<file path="src/rtl/rv_config.svh">
`ifndef RV_CONFIG_SVH
`define RV_CONFIG_SVH

// pc value loaded while rst_n is low
`define RV_RESET_PC 32'h8000_0000

// machine-mode CSR addresses handled by the core
`define RV_CSR_MTVEC    12'h305
`define RV_CSR_MSCRATCH 12'h340
`define RV_CSR_MEPC     12'h341
`define RV_CSR_MCAUSE   12'h342

// architectural integer registers, x0 included
`define RV_NREGS 32

`endif

</file>
<file path="src/rtl/rv_pkg.sv">
package rv_pkg;

	// one instruction word seen through each RV32I encoding layout
	typedef union packed {
		struct packed {
			logic [6:0] funct7;
			logic [4:0] rs2;
			logic [4:0] rs1;
			logic [2:0] funct3;
			logic [4:0] rd;
			logic [6:0] opcode;
		} r_fmt;
		struct packed {
			logic [11:0] imm;
			logic [4:0]  rs1;
			logic [2:0]  funct3;
			logic [4:0]  rd;
			logic [6:0]  opcode;
		} i_fmt;
		struct packed {
			logic [6:0] imm_hi;
			logic [4:0] rs2;
			logic [4:0] rs1;
			logic [2:0] funct3;
			logic [4:0] imm_lo;
			logic [6:0] opcode;
		} s_fmt;
		struct packed {
			logic       imm12;
			logic [5:0] imm10_5;
			logic [4:0] rs2;
			logic [4:0] rs1;
			logic [2:0] funct3;
			logic [3:0] imm4_1;
			logic       imm11;
			logic [6:0] opcode;
		} b_fmt;
		struct packed {
			logic [19:0] imm;
			logic [4:0]  rd;
			logic [6:0]  opcode;
		} u_fmt;
		struct packed {
			logic       imm20;
			logic [9:0] imm10_1;
			logic       imm11;
			logic [7:0] imm19_12;
			logic [4:0] rd;
			logic [6:0] opcode;
		} j_fmt;
	} inst_u;

	typedef enum logic [2:0] {
		TYPE_R, TYPE_I, TYPE_S, TYPE_B, TYPE_U, TYPE_J
	} inst_type_e;

	typedef enum logic [6:0] {
		OPC_LUI    = 7'b0110111,
		OPC_AUIPC  = 7'b0010111,
		OPC_JAL    = 7'b1101111,
		OPC_JALR   = 7'b1100111,
		OPC_BRANCH = 7'b1100011,
		OPC_STORE  = 7'b0100011,
		OPC_OPIMM  = 7'b0010011,
		OPC_OP     = 7'b0110011,
		OPC_SYSTEM = 7'b1110011
	} opcode_e;

	typedef enum logic [3:0] {
		ALU_ADD, ALU_SUB, ALU_AND, ALU_XOR, ALU_OR,
		ALU_SRL, ALU_SRA, ALU_SLL, ALU_LESS, ALU_ULESS
	} alu_op_e;

	// kind of architectural update performed at commit
	typedef enum logic [2:0] {
		CM_NONE, CM_REG, CM_STORE, CM_CSR, CM_ECALL, CM_MRET
	} commit_e;

endpackage

</file>
<file path="src/rtl/rv_stage_if.sv">
`timescale 1ns/1ps

// operand reads from decode into the register and CSR state
interface reg_read_if;
	logic [4:0]  rs1_addr;
	logic [4:0]  rs2_addr;
	logic [11:0] csr_addr;
	logic [31:0] rs1_data;
	logic [31:0] rs2_data;
	logic [31:0] csr_data;

	modport idu_mp (output rs1_addr, rs2_addr, csr_addr, input rs1_data, rs2_data, csr_data);
	modport wbu_mp (input rs1_addr, rs2_addr, csr_addr, output rs1_data, rs2_data, csr_data);
endinterface

// the clock only serves checks in the purely combinational execute stage
interface decode_if (input logic clock);
	import rv_pkg::*;

	logic        valid;
	opcode_e     opcode;
	inst_type_e  itype;
	logic [2:0]  funct3;
	logic [6:0]  funct7;
	logic [4:0]  rd;
	logic [31:0] imm;
	logic [31:0] src1;
	logic [31:0] src2;
	logic [31:0] csr_val;
	logic [31:0] pc;

	modport idu_mp (output valid, opcode, itype, funct3, funct7, rd, imm, src1, src2,
		csr_val, pc);
	modport exu_mp (input clock, valid, opcode, itype, funct3, funct7, rd, imm, src1, src2,
		csr_val, pc);
endinterface

interface result_if;
	import rv_pkg::*;

	logic        valid;
	commit_e     commit;
	logic [4:0]  rd;
	logic [31:0] val;
	logic        jump_en;
	logic [31:0] jump;
	logic [11:0] csr_addr;
	logic [31:0] csr_wdata;
	logic [31:0] store_addr;
	logic [31:0] store_data;
	logic [3:0]  wmask;

	modport exu_mp (output valid, commit, rd, val, jump_en, jump, csr_addr, csr_wdata,
		store_addr, store_data, wmask);
	modport wbu_mp (input valid, commit, rd, val, jump_en, jump, csr_addr, csr_wdata,
		store_addr, store_data, wmask);
endinterface

</file>
<file path="src/rtl/rv_core.sv">
`timescale 1ns/1ps

module rv_core (
	input  logic          clock,
	input  logic          rst_n,
	input  logic          inst_valid,
	input  rv_pkg::inst_u inst,
	output logic          busy,
	output logic [31:0]   pc,
	output logic          mem_wen,
	output logic [31:0]   mem_addr,
	output logic [31:0]   mem_wdata,
	output logic [3:0]    mem_wmask,
	input  logic [4:0]    dbg_addr,
	output logic [31:0]   dbg_data
);

	reg_read_if u_rd_if ();
	decode_if   u_dec_if (.clock(clock));
	result_if   u_res_if ();

	rv_idu u_idu (
		.clock      (clock),
		.rst_n      (rst_n),
		.inst_valid (inst_valid),
		.inst       (inst),
		.pc         (pc),
		.busy       (busy),
		.rd_port    (u_rd_if.idu_mp),
		.dec        (u_dec_if.idu_mp)
	);

	rv_exu u_exu (
		.dec (u_dec_if.exu_mp),
		.res (u_res_if.exu_mp)
	);

	rv_wbu u_wbu (
		.clock     (clock),
		.rst_n     (rst_n),
		.res       (u_res_if.wbu_mp),
		.rd_port   (u_rd_if.wbu_mp),
		.pc        (pc),
		.mem_wen   (mem_wen),
		.mem_addr  (mem_addr),
		.mem_wdata (mem_wdata),
		.mem_wmask (mem_wmask),
		.dbg_addr  (dbg_addr),
		.dbg_data  (dbg_data)
	);

endmodule

</file>
<file path="src/rtl/rv_exu.sv">
`timescale 1ns/1ps

module rv_exu (
	decode_if.exu_mp dec,
	result_if.exu_mp res
);
	import rv_pkg::*;

	logic [31:0] lop;
	logic [31:0] rop;
	alu_op_e     alu_op;
	logic [32:0] alu_diff;
	logic        alu_less;
	logic [4:0]  shamt;
	logic [31:0] alu_val;
	logic [32:0] br_diff;
	logic        br_less;
	logic        br_taken;

	// stores reuse the adder for src1 + imm
	always_comb begin
		case (dec.opcode)
			OPC_LUI: begin
				lop = 32'b0;
				rop = dec.imm;
			end
			OPC_AUIPC: begin
				lop = dec.pc;
				rop = dec.imm;
			end
			OPC_JAL, OPC_JALR: begin
				lop = dec.pc;
				rop = 32'd4;
			end
			OPC_OPIMM, OPC_STORE: begin
				lop = dec.src1;
				rop = dec.imm;
			end
			OPC_OP: begin
				lop = dec.src1;
				rop = dec.src2;
			end
			default: begin
				lop = 32'b0;
				rop = 32'b0;
			end
		endcase
	end

	always_comb begin
		alu_op = ALU_ADD;
		if (dec.opcode == OPC_OP || dec.opcode == OPC_OPIMM) begin
			case (dec.funct3)
				3'b000: alu_op = (dec.itype == TYPE_R && dec.funct7[5]) ? ALU_SUB : ALU_ADD;
				3'b001: alu_op = ALU_SLL;
				3'b010: alu_op = ALU_LESS;
				3'b011: alu_op = ALU_ULESS;
				3'b100: alu_op = ALU_XOR;
				3'b101: alu_op = dec.funct7[5] ? ALU_SRA : ALU_SRL;
				3'b110: alu_op = ALU_OR;
				default: alu_op = ALU_AND;
			endcase
		end
	end

	// borrow out of the 33-bit subtract is the unsigned less-than
	assign alu_diff = {1'b0, lop} - {1'b0, rop};
	assign alu_less = (lop[31] & ~rop[31]) | (~(lop[31] ^ rop[31]) & alu_diff[31]);
	assign shamt    = rop[4:0];

	always_comb begin
		case (alu_op)
			ALU_ADD:   alu_val = lop + rop;
			ALU_SUB:   alu_val = alu_diff[31:0];
			ALU_AND:   alu_val = lop & rop;
			ALU_XOR:   alu_val = lop ^ rop;
			ALU_OR:    alu_val = lop | rop;
			ALU_SRL:   alu_val = lop >> shamt;
			ALU_SRA:   alu_val = $signed(lop) >>> shamt;
			ALU_SLL:   alu_val = lop << shamt;
			ALU_LESS:  alu_val = {31'b0, alu_less};
			default:   alu_val = {31'b0, alu_diff[32]};
		endcase
	end

	assign br_diff = {1'b0, dec.src1} - {1'b0, dec.src2};
	assign br_less = (dec.src1[31] & ~dec.src2[31])
		| (~(dec.src1[31] ^ dec.src2[31]) & br_diff[31]);

	always_comb begin
		case (dec.funct3)
			3'b000:  br_taken = ~|br_diff[31:0];
			3'b001:  br_taken = |br_diff[31:0];
			3'b100:  br_taken = br_less;
			3'b101:  br_taken = ~br_less;
			3'b110:  br_taken = br_diff[32];
			3'b111:  br_taken = ~br_diff[32];
			default: br_taken = 1'b0;
		endcase
	end

	assign res.jump_en = (dec.opcode == OPC_JAL) || (dec.opcode == OPC_JALR)
		|| (dec.opcode == OPC_BRANCH && br_taken);
	assign res.jump = (dec.opcode == OPC_JALR) ? ((dec.src1 + dec.imm) & ~32'd1)
		: (dec.pc + dec.imm);

	// ECALL and MRET are told apart by the funct12 field, which sits in imm
	always_comb begin
		case (dec.opcode)
			OPC_LUI, OPC_AUIPC, OPC_JAL, OPC_JALR, OPC_OPIMM, OPC_OP: res.commit = CM_REG;
			OPC_STORE: res.commit = CM_STORE;
			OPC_SYSTEM: begin
				if (dec.funct3 == 3'b001 || dec.funct3 == 3'b010)
					res.commit = CM_CSR;
				else if (dec.funct3 == 3'b000 && dec.imm[11:0] == 12'h000)
					res.commit = CM_ECALL;
				else if (dec.funct3 == 3'b000 && dec.imm[11:0] == 12'h302)
					res.commit = CM_MRET;
				else
					res.commit = CM_NONE;
			end
			default: res.commit = CM_NONE;
		endcase
	end

	assign res.valid      = dec.valid;
	assign res.rd         = dec.rd;
	assign res.val        = (res.commit == CM_CSR) ? dec.csr_val : alu_val;
	assign res.csr_addr   = dec.imm[11:0];
	assign res.csr_wdata  = (dec.funct3 == 3'b010) ? (dec.src1 | dec.csr_val) : dec.src1;
	assign res.store_addr = alu_val;
	assign res.store_data = dec.src2;
	assign res.wmask      = (dec.funct3[1:0] == 2'b00) ? 4'h1 :
		(dec.funct3[1:0] == 2'b01) ? 4'h3 : 4'hf;

	// a taken redirect never points at an odd address
	assert property (@(posedge dec.clock) res.valid && res.jump_en |-> !res.jump[0])
		else $error("jump target has bit 0 set");

endmodule

</file>
<file path="src/rtl/rv_idu.sv">
`timescale 1ns/1ps

module rv_idu (
	input  logic          clock,
	input  logic          rst_n,
	input  logic          inst_valid,
	input  rv_pkg::inst_u inst,
	input  logic [31:0]   pc,
	output logic          busy,
	reg_read_if.idu_mp    rd_port,
	decode_if.idu_mp      dec
);
	import rv_pkg::*;

	inst_u       inst_q;
	logic [31:0] pc_q;
	logic        valid_q;
	inst_type_e  itype;

	// the held instruction lives for exactly one cycle, the one before commit
	always_ff @(posedge clock or negedge rst_n) begin
		if (!rst_n) begin
			valid_q <= 1'b0;
		end else begin
			valid_q <= inst_valid && !valid_q;
		end
	end

	always_ff @(posedge clock) begin
		if (inst_valid && !valid_q) begin
			inst_q <= inst;
			pc_q   <= pc;
		end
	end

	assign busy = valid_q;

	always_comb begin
		case (opcode_e'(inst_q.r_fmt.opcode))
			OPC_LUI, OPC_AUIPC:             itype = TYPE_U;
			OPC_JAL:                        itype = TYPE_J;
			OPC_JALR, OPC_OPIMM, OPC_SYSTEM: itype = TYPE_I;
			OPC_BRANCH:                     itype = TYPE_B;
			OPC_STORE:                      itype = TYPE_S;
			default:                        itype = TYPE_R;
		endcase
	end

	// immediate bits are scattered differently in each layout
	always_comb begin
		case (itype)
			TYPE_I: dec.imm = {{20{inst_q.i_fmt.imm[11]}}, inst_q.i_fmt.imm};
			TYPE_S: dec.imm = {{20{inst_q.s_fmt.imm_hi[6]}}, inst_q.s_fmt.imm_hi,
				inst_q.s_fmt.imm_lo};
			TYPE_B: dec.imm = {{19{inst_q.b_fmt.imm12}}, inst_q.b_fmt.imm12,
				inst_q.b_fmt.imm11, inst_q.b_fmt.imm10_5, inst_q.b_fmt.imm4_1, 1'b0};
			TYPE_U: dec.imm = {inst_q.u_fmt.imm, 12'b0};
			TYPE_J: dec.imm = {{11{inst_q.j_fmt.imm20}}, inst_q.j_fmt.imm20,
				inst_q.j_fmt.imm19_12, inst_q.j_fmt.imm11, inst_q.j_fmt.imm10_1, 1'b0};
			default: dec.imm = 32'b0;
		endcase
	end

	assign rd_port.rs1_addr = inst_q.r_fmt.rs1;
	assign rd_port.rs2_addr = inst_q.r_fmt.rs2;
	assign rd_port.csr_addr = inst_q.i_fmt.imm;

	assign dec.valid   = valid_q;
	assign dec.opcode  = opcode_e'(inst_q.r_fmt.opcode);
	assign dec.itype   = itype;
	assign dec.funct3  = inst_q.r_fmt.funct3;
	assign dec.funct7  = inst_q.r_fmt.funct7;
	assign dec.rd      = inst_q.r_fmt.rd;
	assign dec.src1    = rd_port.rs1_data;
	assign dec.src2    = rd_port.rs2_data;
	assign dec.csr_val = rd_port.csr_data;
	assign dec.pc      = pc_q;

	// the fetch side must wait for busy to drop before the next word
	assert property (@(posedge clock) disable iff (!rst_n) busy |-> !inst_valid)
		else $error("inst_valid pulsed while an instruction is still in flight");

endmodule

</file>
<file path="src/rtl/rv_wbu.sv">
`timescale 1ns/1ps
`include "rv_config.svh"

module rv_wbu (
	input  logic        clock,
	input  logic        rst_n,
	result_if.wbu_mp    res,
	reg_read_if.wbu_mp  rd_port,
	output logic [31:0] pc,
	output logic        mem_wen,
	output logic [31:0] mem_addr,
	output logic [31:0] mem_wdata,
	output logic [3:0]  mem_wmask,
	input  logic [4:0]  dbg_addr,
	output logic [31:0] dbg_data
);
	import rv_pkg::*;

	// x0 has no storage
	logic [31:0] regs [1:`RV_NREGS-1];
	logic [31:0] mtvec;
	logic [31:0] mepc;
	logic [31:0] mcause;
	logic [31:0] mscratch;

	assign rd_port.rs1_data = (rd_port.rs1_addr == 5'd0) ? 32'b0 : regs[rd_port.rs1_addr];
	assign rd_port.rs2_data = (rd_port.rs2_addr == 5'd0) ? 32'b0 : regs[rd_port.rs2_addr];
	assign dbg_data         = (dbg_addr == 5'd0) ? 32'b0 : regs[dbg_addr];

	always_comb begin
		case (rd_port.csr_addr)
			`RV_CSR_MTVEC:    rd_port.csr_data = mtvec;
			`RV_CSR_MEPC:     rd_port.csr_data = mepc;
			`RV_CSR_MCAUSE:   rd_port.csr_data = mcause;
			`RV_CSR_MSCRATCH: rd_port.csr_data = mscratch;
			default:          rd_port.csr_data = 32'b0;
		endcase
	end

	// CSR commits carry the old CSR value in val, so rd sees it unchanged
	always_ff @(posedge clock or negedge rst_n) begin
		if (!rst_n) begin
			for (int i = 1; i < `RV_NREGS; i++)
				regs[i] <= 32'b0;
		end else if (res.valid && (res.commit == CM_REG || res.commit == CM_CSR)
			&& res.rd != 5'd0) begin
			regs[res.rd] <= res.val;
		end
	end

	always_ff @(posedge clock or negedge rst_n) begin
		if (!rst_n) begin
			pc       <= `RV_RESET_PC;
			mtvec    <= 32'b0;
			mepc     <= 32'b0;
			mcause   <= 32'b0;
			mscratch <= 32'b0;
		end else if (res.valid) begin
			case (res.commit)
				CM_ECALL: begin
					// pc still holds the address of the ECALL itself
					mepc   <= pc;
					mcause <= 32'd11;
					pc     <= mtvec;
				end
				CM_MRET: pc <= mepc;
				default: pc <= res.jump_en ? res.jump : pc + 32'd4;
			endcase
			if (res.commit == CM_CSR) begin
				case (res.csr_addr)
					`RV_CSR_MTVEC:    mtvec    <= res.csr_wdata;
					`RV_CSR_MEPC:     mepc     <= res.csr_wdata;
					`RV_CSR_MCAUSE:   mcause   <= res.csr_wdata;
					`RV_CSR_MSCRATCH: mscratch <= res.csr_wdata;
					default: ;
				endcase
			end
		end
	end

	// store strobe follows the commit edge by one cycle
	always_ff @(posedge clock or negedge rst_n) begin
		if (!rst_n) begin
			mem_wen <= 1'b0;
		end else begin
			mem_wen <= res.valid && res.commit == CM_STORE;
		end
	end

	always_ff @(posedge clock) begin
		if (res.valid && res.commit == CM_STORE) begin
			mem_addr  <= res.store_addr;
			mem_wdata <= res.store_data;
			mem_wmask <= res.wmask;
		end
	end

	// one instruction in flight means a store strobe can never last two cycles
	assert property (@(posedge clock) disable iff (!rst_n) mem_wen |=> !mem_wen)
		else $error("mem_wen held high for more than one cycle");

endmodule

</file>
<file path="config.mk">
export PLATFORM = sky130hd
export DESIGN_NAME = rv_core
export DESIGN_NICKNAME = d
export VERILOG_FILES = /design/src/rtl/rv_pkg.sv /design/src/rtl/rv_stage_if.sv /design/src/rtl/rv_core.sv /design/src/rtl/rv_exu.sv /design/src/rtl/rv_idu.sv /design/src/rtl/rv_wbu.sv
export VERILOG_INCLUDE_DIRS = /design/src /design/src/rtl
export SDC_FILE = /design/constraint.sdc
export NUM_CORES = 2
export LEC_CHECK = 0
export ABC_CLOCK_PERIOD_IN_PS = 14780
export BUFFER_PORTS_ARGS = -buffer_cell sky130_fd_sc_hd__buf_2
export CAP_MARGIN = 20
export CORE_MARGIN = 2
export CORE_UTILIZATION = 57
export DETAILED_ROUTE_END_ITERATION = 10
export PLACE_DENSITY = 0.74
export SYNTH_ARGS = -nofsm -noshare
export SYNTH_HDL_FRONTEND = slang
export SYNTH_SLANG_ARGS = --single-unit
</file>
<file path="constraint.sdc">
create_clock -name clock -period 14.78 [get_ports clock]
set_input_delay 2.956 -clock clock [delete_from_list [all_inputs] [get_ports clock]]
set_output_delay 2.956 -clock clock [all_outputs]
set_load 0.02 [all_outputs]
</file>
==> results.sh <==
export IMPL_drt_wl_total_um=399900
export IMPL_pin_count=174
export IMPL_fp_dieH_um=400.1
export IMPL_synthAdderAreaFrac=0.02829
export IMPL_grt_pass1_wl_um=564300
export IMPL_synthMostInstantiatedCell="dfrtp_1"
export IMPL_multiInputGateArea_um2=52860
export IMPL_cp_slowest_cell="edfxtp_1"
export IMPL_placed_cell_area_um2=91900
export IMPL_worst_slew_pin_slew_ps=1334
export IMPL_synth_area_mux_share=0.2837
export IMPL_synth_edf_count=130
export IMPL_drtIter0Drc=13304
export IMPL_rsz0062_at_grt="false"
export IMPL_cp_max_fo=49
export IMPL_fp_dieW_um=400.1
export IMPL_finClkSkew_ps=65.19
export IMPL_dieArea_um2=160100
export IMPL_worstPathRequired_ps=15430
export IMPL_first_pass_iters=7
export IMPL_cts_root_buffer="clkbuf_16"
export IMPL_synth_area_leaders="dfrtp_1, mux4_2, mux2_2"
export IMPL_grt_overflow=0
export IMPL_avgSynthCellArea_um2=10.54
export IMPL_syn_num_nets=8725
export IMPL_hp_class="reg2reg"
export IMPL_fmax_mhz=93.02
export IMPL_p_leak_nw=42.29
export IMPL_power_total_mw=8.850
export IMPL_final_setup_viol_count=0
export IMPL_power_frac_seq=0.426
export IMPL_area_sequential_um2=32780
export IMPL_portBuffers=172
export IMPL_yosysTopAreaCell="dfrtp_1"
export IMPL_max_clock_path_buffers=3
export IMPL_final_max_slew_viol_count=0
export IMPL_drcViolationCount=0
export IMPL_synthCells=8487
export IMPL_tritoncts="built"
export IMPL_cts_clk_slew_worst_paths_ps=60
export IMPL_yosys_top_cells_count="dfrtp_1, nand2_1, o21ai_0, mux4_2, mux2_2"
export IMPL_synth_compound_area_frac=0.1651
export IMPL_routed_via_density=7.687
export IMPL_setup_tns_ps=0
export IMPL_fin_area_um2=97080
export IMPL_ys_types=103
export IMPL_drtAntennaViolNets=0
export IMPL_period_needed_ps=10750
export IMPL_grt_max_degree=171
export IMPL_hold_violations=0
export IMPL_nFillCells=12416
export IMPL_cts_resized=0
export IMPL_synth_seq_cells=1284
export IMPL_gp_congestion=1.083
export IMPL_vdd_drop_max_mv=0.1355
export IMPL_cp_arrival_ps=11400
export IMPL_cts_sinks=1284
export IMPL_finalNetCount=8514
export IMPL_track_usage=0.4947
export IMPL_core_um2=156000
export IMPL_hpwl_um=268000
export IMPL_postCtsSetupBuffers=0
export IMPL_postCtsHoldBufs=0
export IMPL_cts_max_level=4
export IMPL_synth_sequential_area_ratio=0.3666
export IMPL_status="finished, final reports clean"
export IMPL_antenna_found_initial=33
export IMPL_start_kind="register"
export IMPL_p_comb_frac=0.142
export IMPL_p_sw_frac=0.3011
export IMPL_wl_per_cell_um=38.21
export IMPL_pwr_share_clk=0.432
export IMPL_rows=145
export IMPL_area_growth_pct=8.554
export IMPL_min_period_over_period=0.7274
export IMPL_synthXorXnorAreaFrac=0.006170
export IMPL_fin_util=0.6222
export IMPL_numCtsBuffers=145
export IMPL_power_density_nw_per_um2=91.17
export IMPL_intPower_mw=6.186
export IMPL_vias=80447
export IMPL_grt_pass1_vias=76464
export IMPL_cap_violations=0
export IMPL_fin_cells=10466
export IMPL_cp_num_buf_inv=3
export IMPL_critPathMaxStageDelay_ps=1060
export IMPL_drive_gt1_frac=0.2407
export IMPL_ys_warn_count=0
export IMPL_insertion_delay_ps=850
export IMPL_dp_cells=10178
export IMPL_synthArstFlopShare=0.8988
export IMPL_synthFlopType="dfrtp_1"
export IMPL_synthesis_area_um2=89430
export IMPL_path_class="reg2reg"
export IMPL_synth_top_area_share=0.3226
export IMPL_power_switching_mw=2.665
export IMPL_synth_simple_gate_area_share=0.1018
export IMPL_critPathTopFamily="simple AND/OR/NAND/NOR gates"
export IMPL_end_kind="register"
export IMPL_slew_headroom=0.1109
export IMPL_synth_top_family_by_area="multiplexers"
export IMPL_start_util=0.5732
==> cells in the final DEF (no fill, tap or decap), types with 65 or more instances in the layout <==
cell type  instances
ha_1             191
nor2_1           355
edfxtp_1         130
o21ai_0          778
buf_2            167
o31ai_1          116
o211ai_1          99
dfrtp_1         1152
a21oi_1          363
a22oi_1          142
inv_1            211
a21o_1            82
o22ai_1           98
a211oi_1          65
nand3_1          131
mux2_2           553
mux2i_1          382
clkbuf_16        147
nand2b_1          69
nor3_1            70
nand2_1         1049
mux4_2           661
buf_4            227
==> through the flow <==
stage | worst slack, ps | hold slack [ps]
4_1_cts | 4438 | 482.2
5_1_grt | 3807 | 498.5
6_report | 4029 | 480.0
3_3_place_gp | 4714 | 461.2
3_5_place_dp | 4551 | 470.3
2_1_floorplan | 5749 | 448.8
==> registers in the layout, indices dropped and copies added (netlist names) <==
signal and flops:
u_wbu.mem_wdata 32, u_wbu.regs 992, u_idu.inst_q 32, u_wbu.mcause 32, u_wbu.mem_addr 32, u_idu.busy 1
u_wbu.pc 32, u_wbu.mem_wmask 2, u_wbu.mem_wen 1, u_idu.dec.pc 32, u_wbu.mscratch 32, u_wbu.mepc 32
u_wbu.mtvec 32
==> power by group through the flow <==
stage | logic (mW) | clock network, mW | registers [mW]
floorplan | 0.696 | 0 | 3.78
global placement | 1.20 | 0 | 3.83
detailed placement | 1.20 | 0 | 3.83
CTS | 1.20 | 3.82 | 3.77
global route | 1.31 | 3.96 | 3.77
finish | 1.26 | 3.82 | 3.77
==> worst paths after layout <==
check                      slack [ps]  cells after the start                 end                from
max                              4030                     30        u_wbu.pc[20]    u_idu.inst_q[16]
min                               480                      2  u_wbu.mscratch[26]  u_wbu.mscratch[26]
max reg2reg                      4030                     30        u_wbu.pc[20]    u_idu.inst_q[16]
min reg2reg                       480                      2  u_wbu.mscratch[26]  u_wbu.mscratch[26]
max in group asynchronous        9620                      4  u_wbu.mscratch[14]               rst_n
min in group asynchronous        2210                      1     u_wbu.regs[477]               rst_n
==> worst register-to-register path, delay by kind of cell, from the launching register on <==
family	cells	cell delay [ps]
flops	1	1060
fa+ha+maj	2	1010
compound gates	10	2270
buf+inv	3	1680
simple gates	11	2700
mux	4	1840
==> logic make-up (layout without fill, tap and decap cells) <==
family / Yosys count / in the layout
compound gates: 2283 / 2283
simple gates: 2044 / 2044
mux: 1616 / 1616
flops: 1284 / 1284
buf+inv: 998 / 906
fa+ha+maj: 198 / 198
xor+xnor: 63 / 63
other cells: 1 / 14
==> area by class of cell <==
class / count / share of cell area
sequential: 1284 / 0.3377
antenna: 13 / 0.0003351
inverter: 221 / 0.008545
clock inverter: 66 / 0.009087
multi-input combinational: 6205 / 0.5445
clock buffer: 200 / 0.04242
timing repair buffer: 419 / 0.03087
tap: 2058 / 0.02653
==> metal layers <==
layer	up-vias	part of all wire	GRT usage
met5	-	0.00045	0.0009080
met4	26	0.10	0.4091
met3	1947	0.14	0.1779
met2	6847	0.41	0.6917
met1	39792	0.35	0.6132
li1	31835	-	-
(Power assumes the default switching activity.)
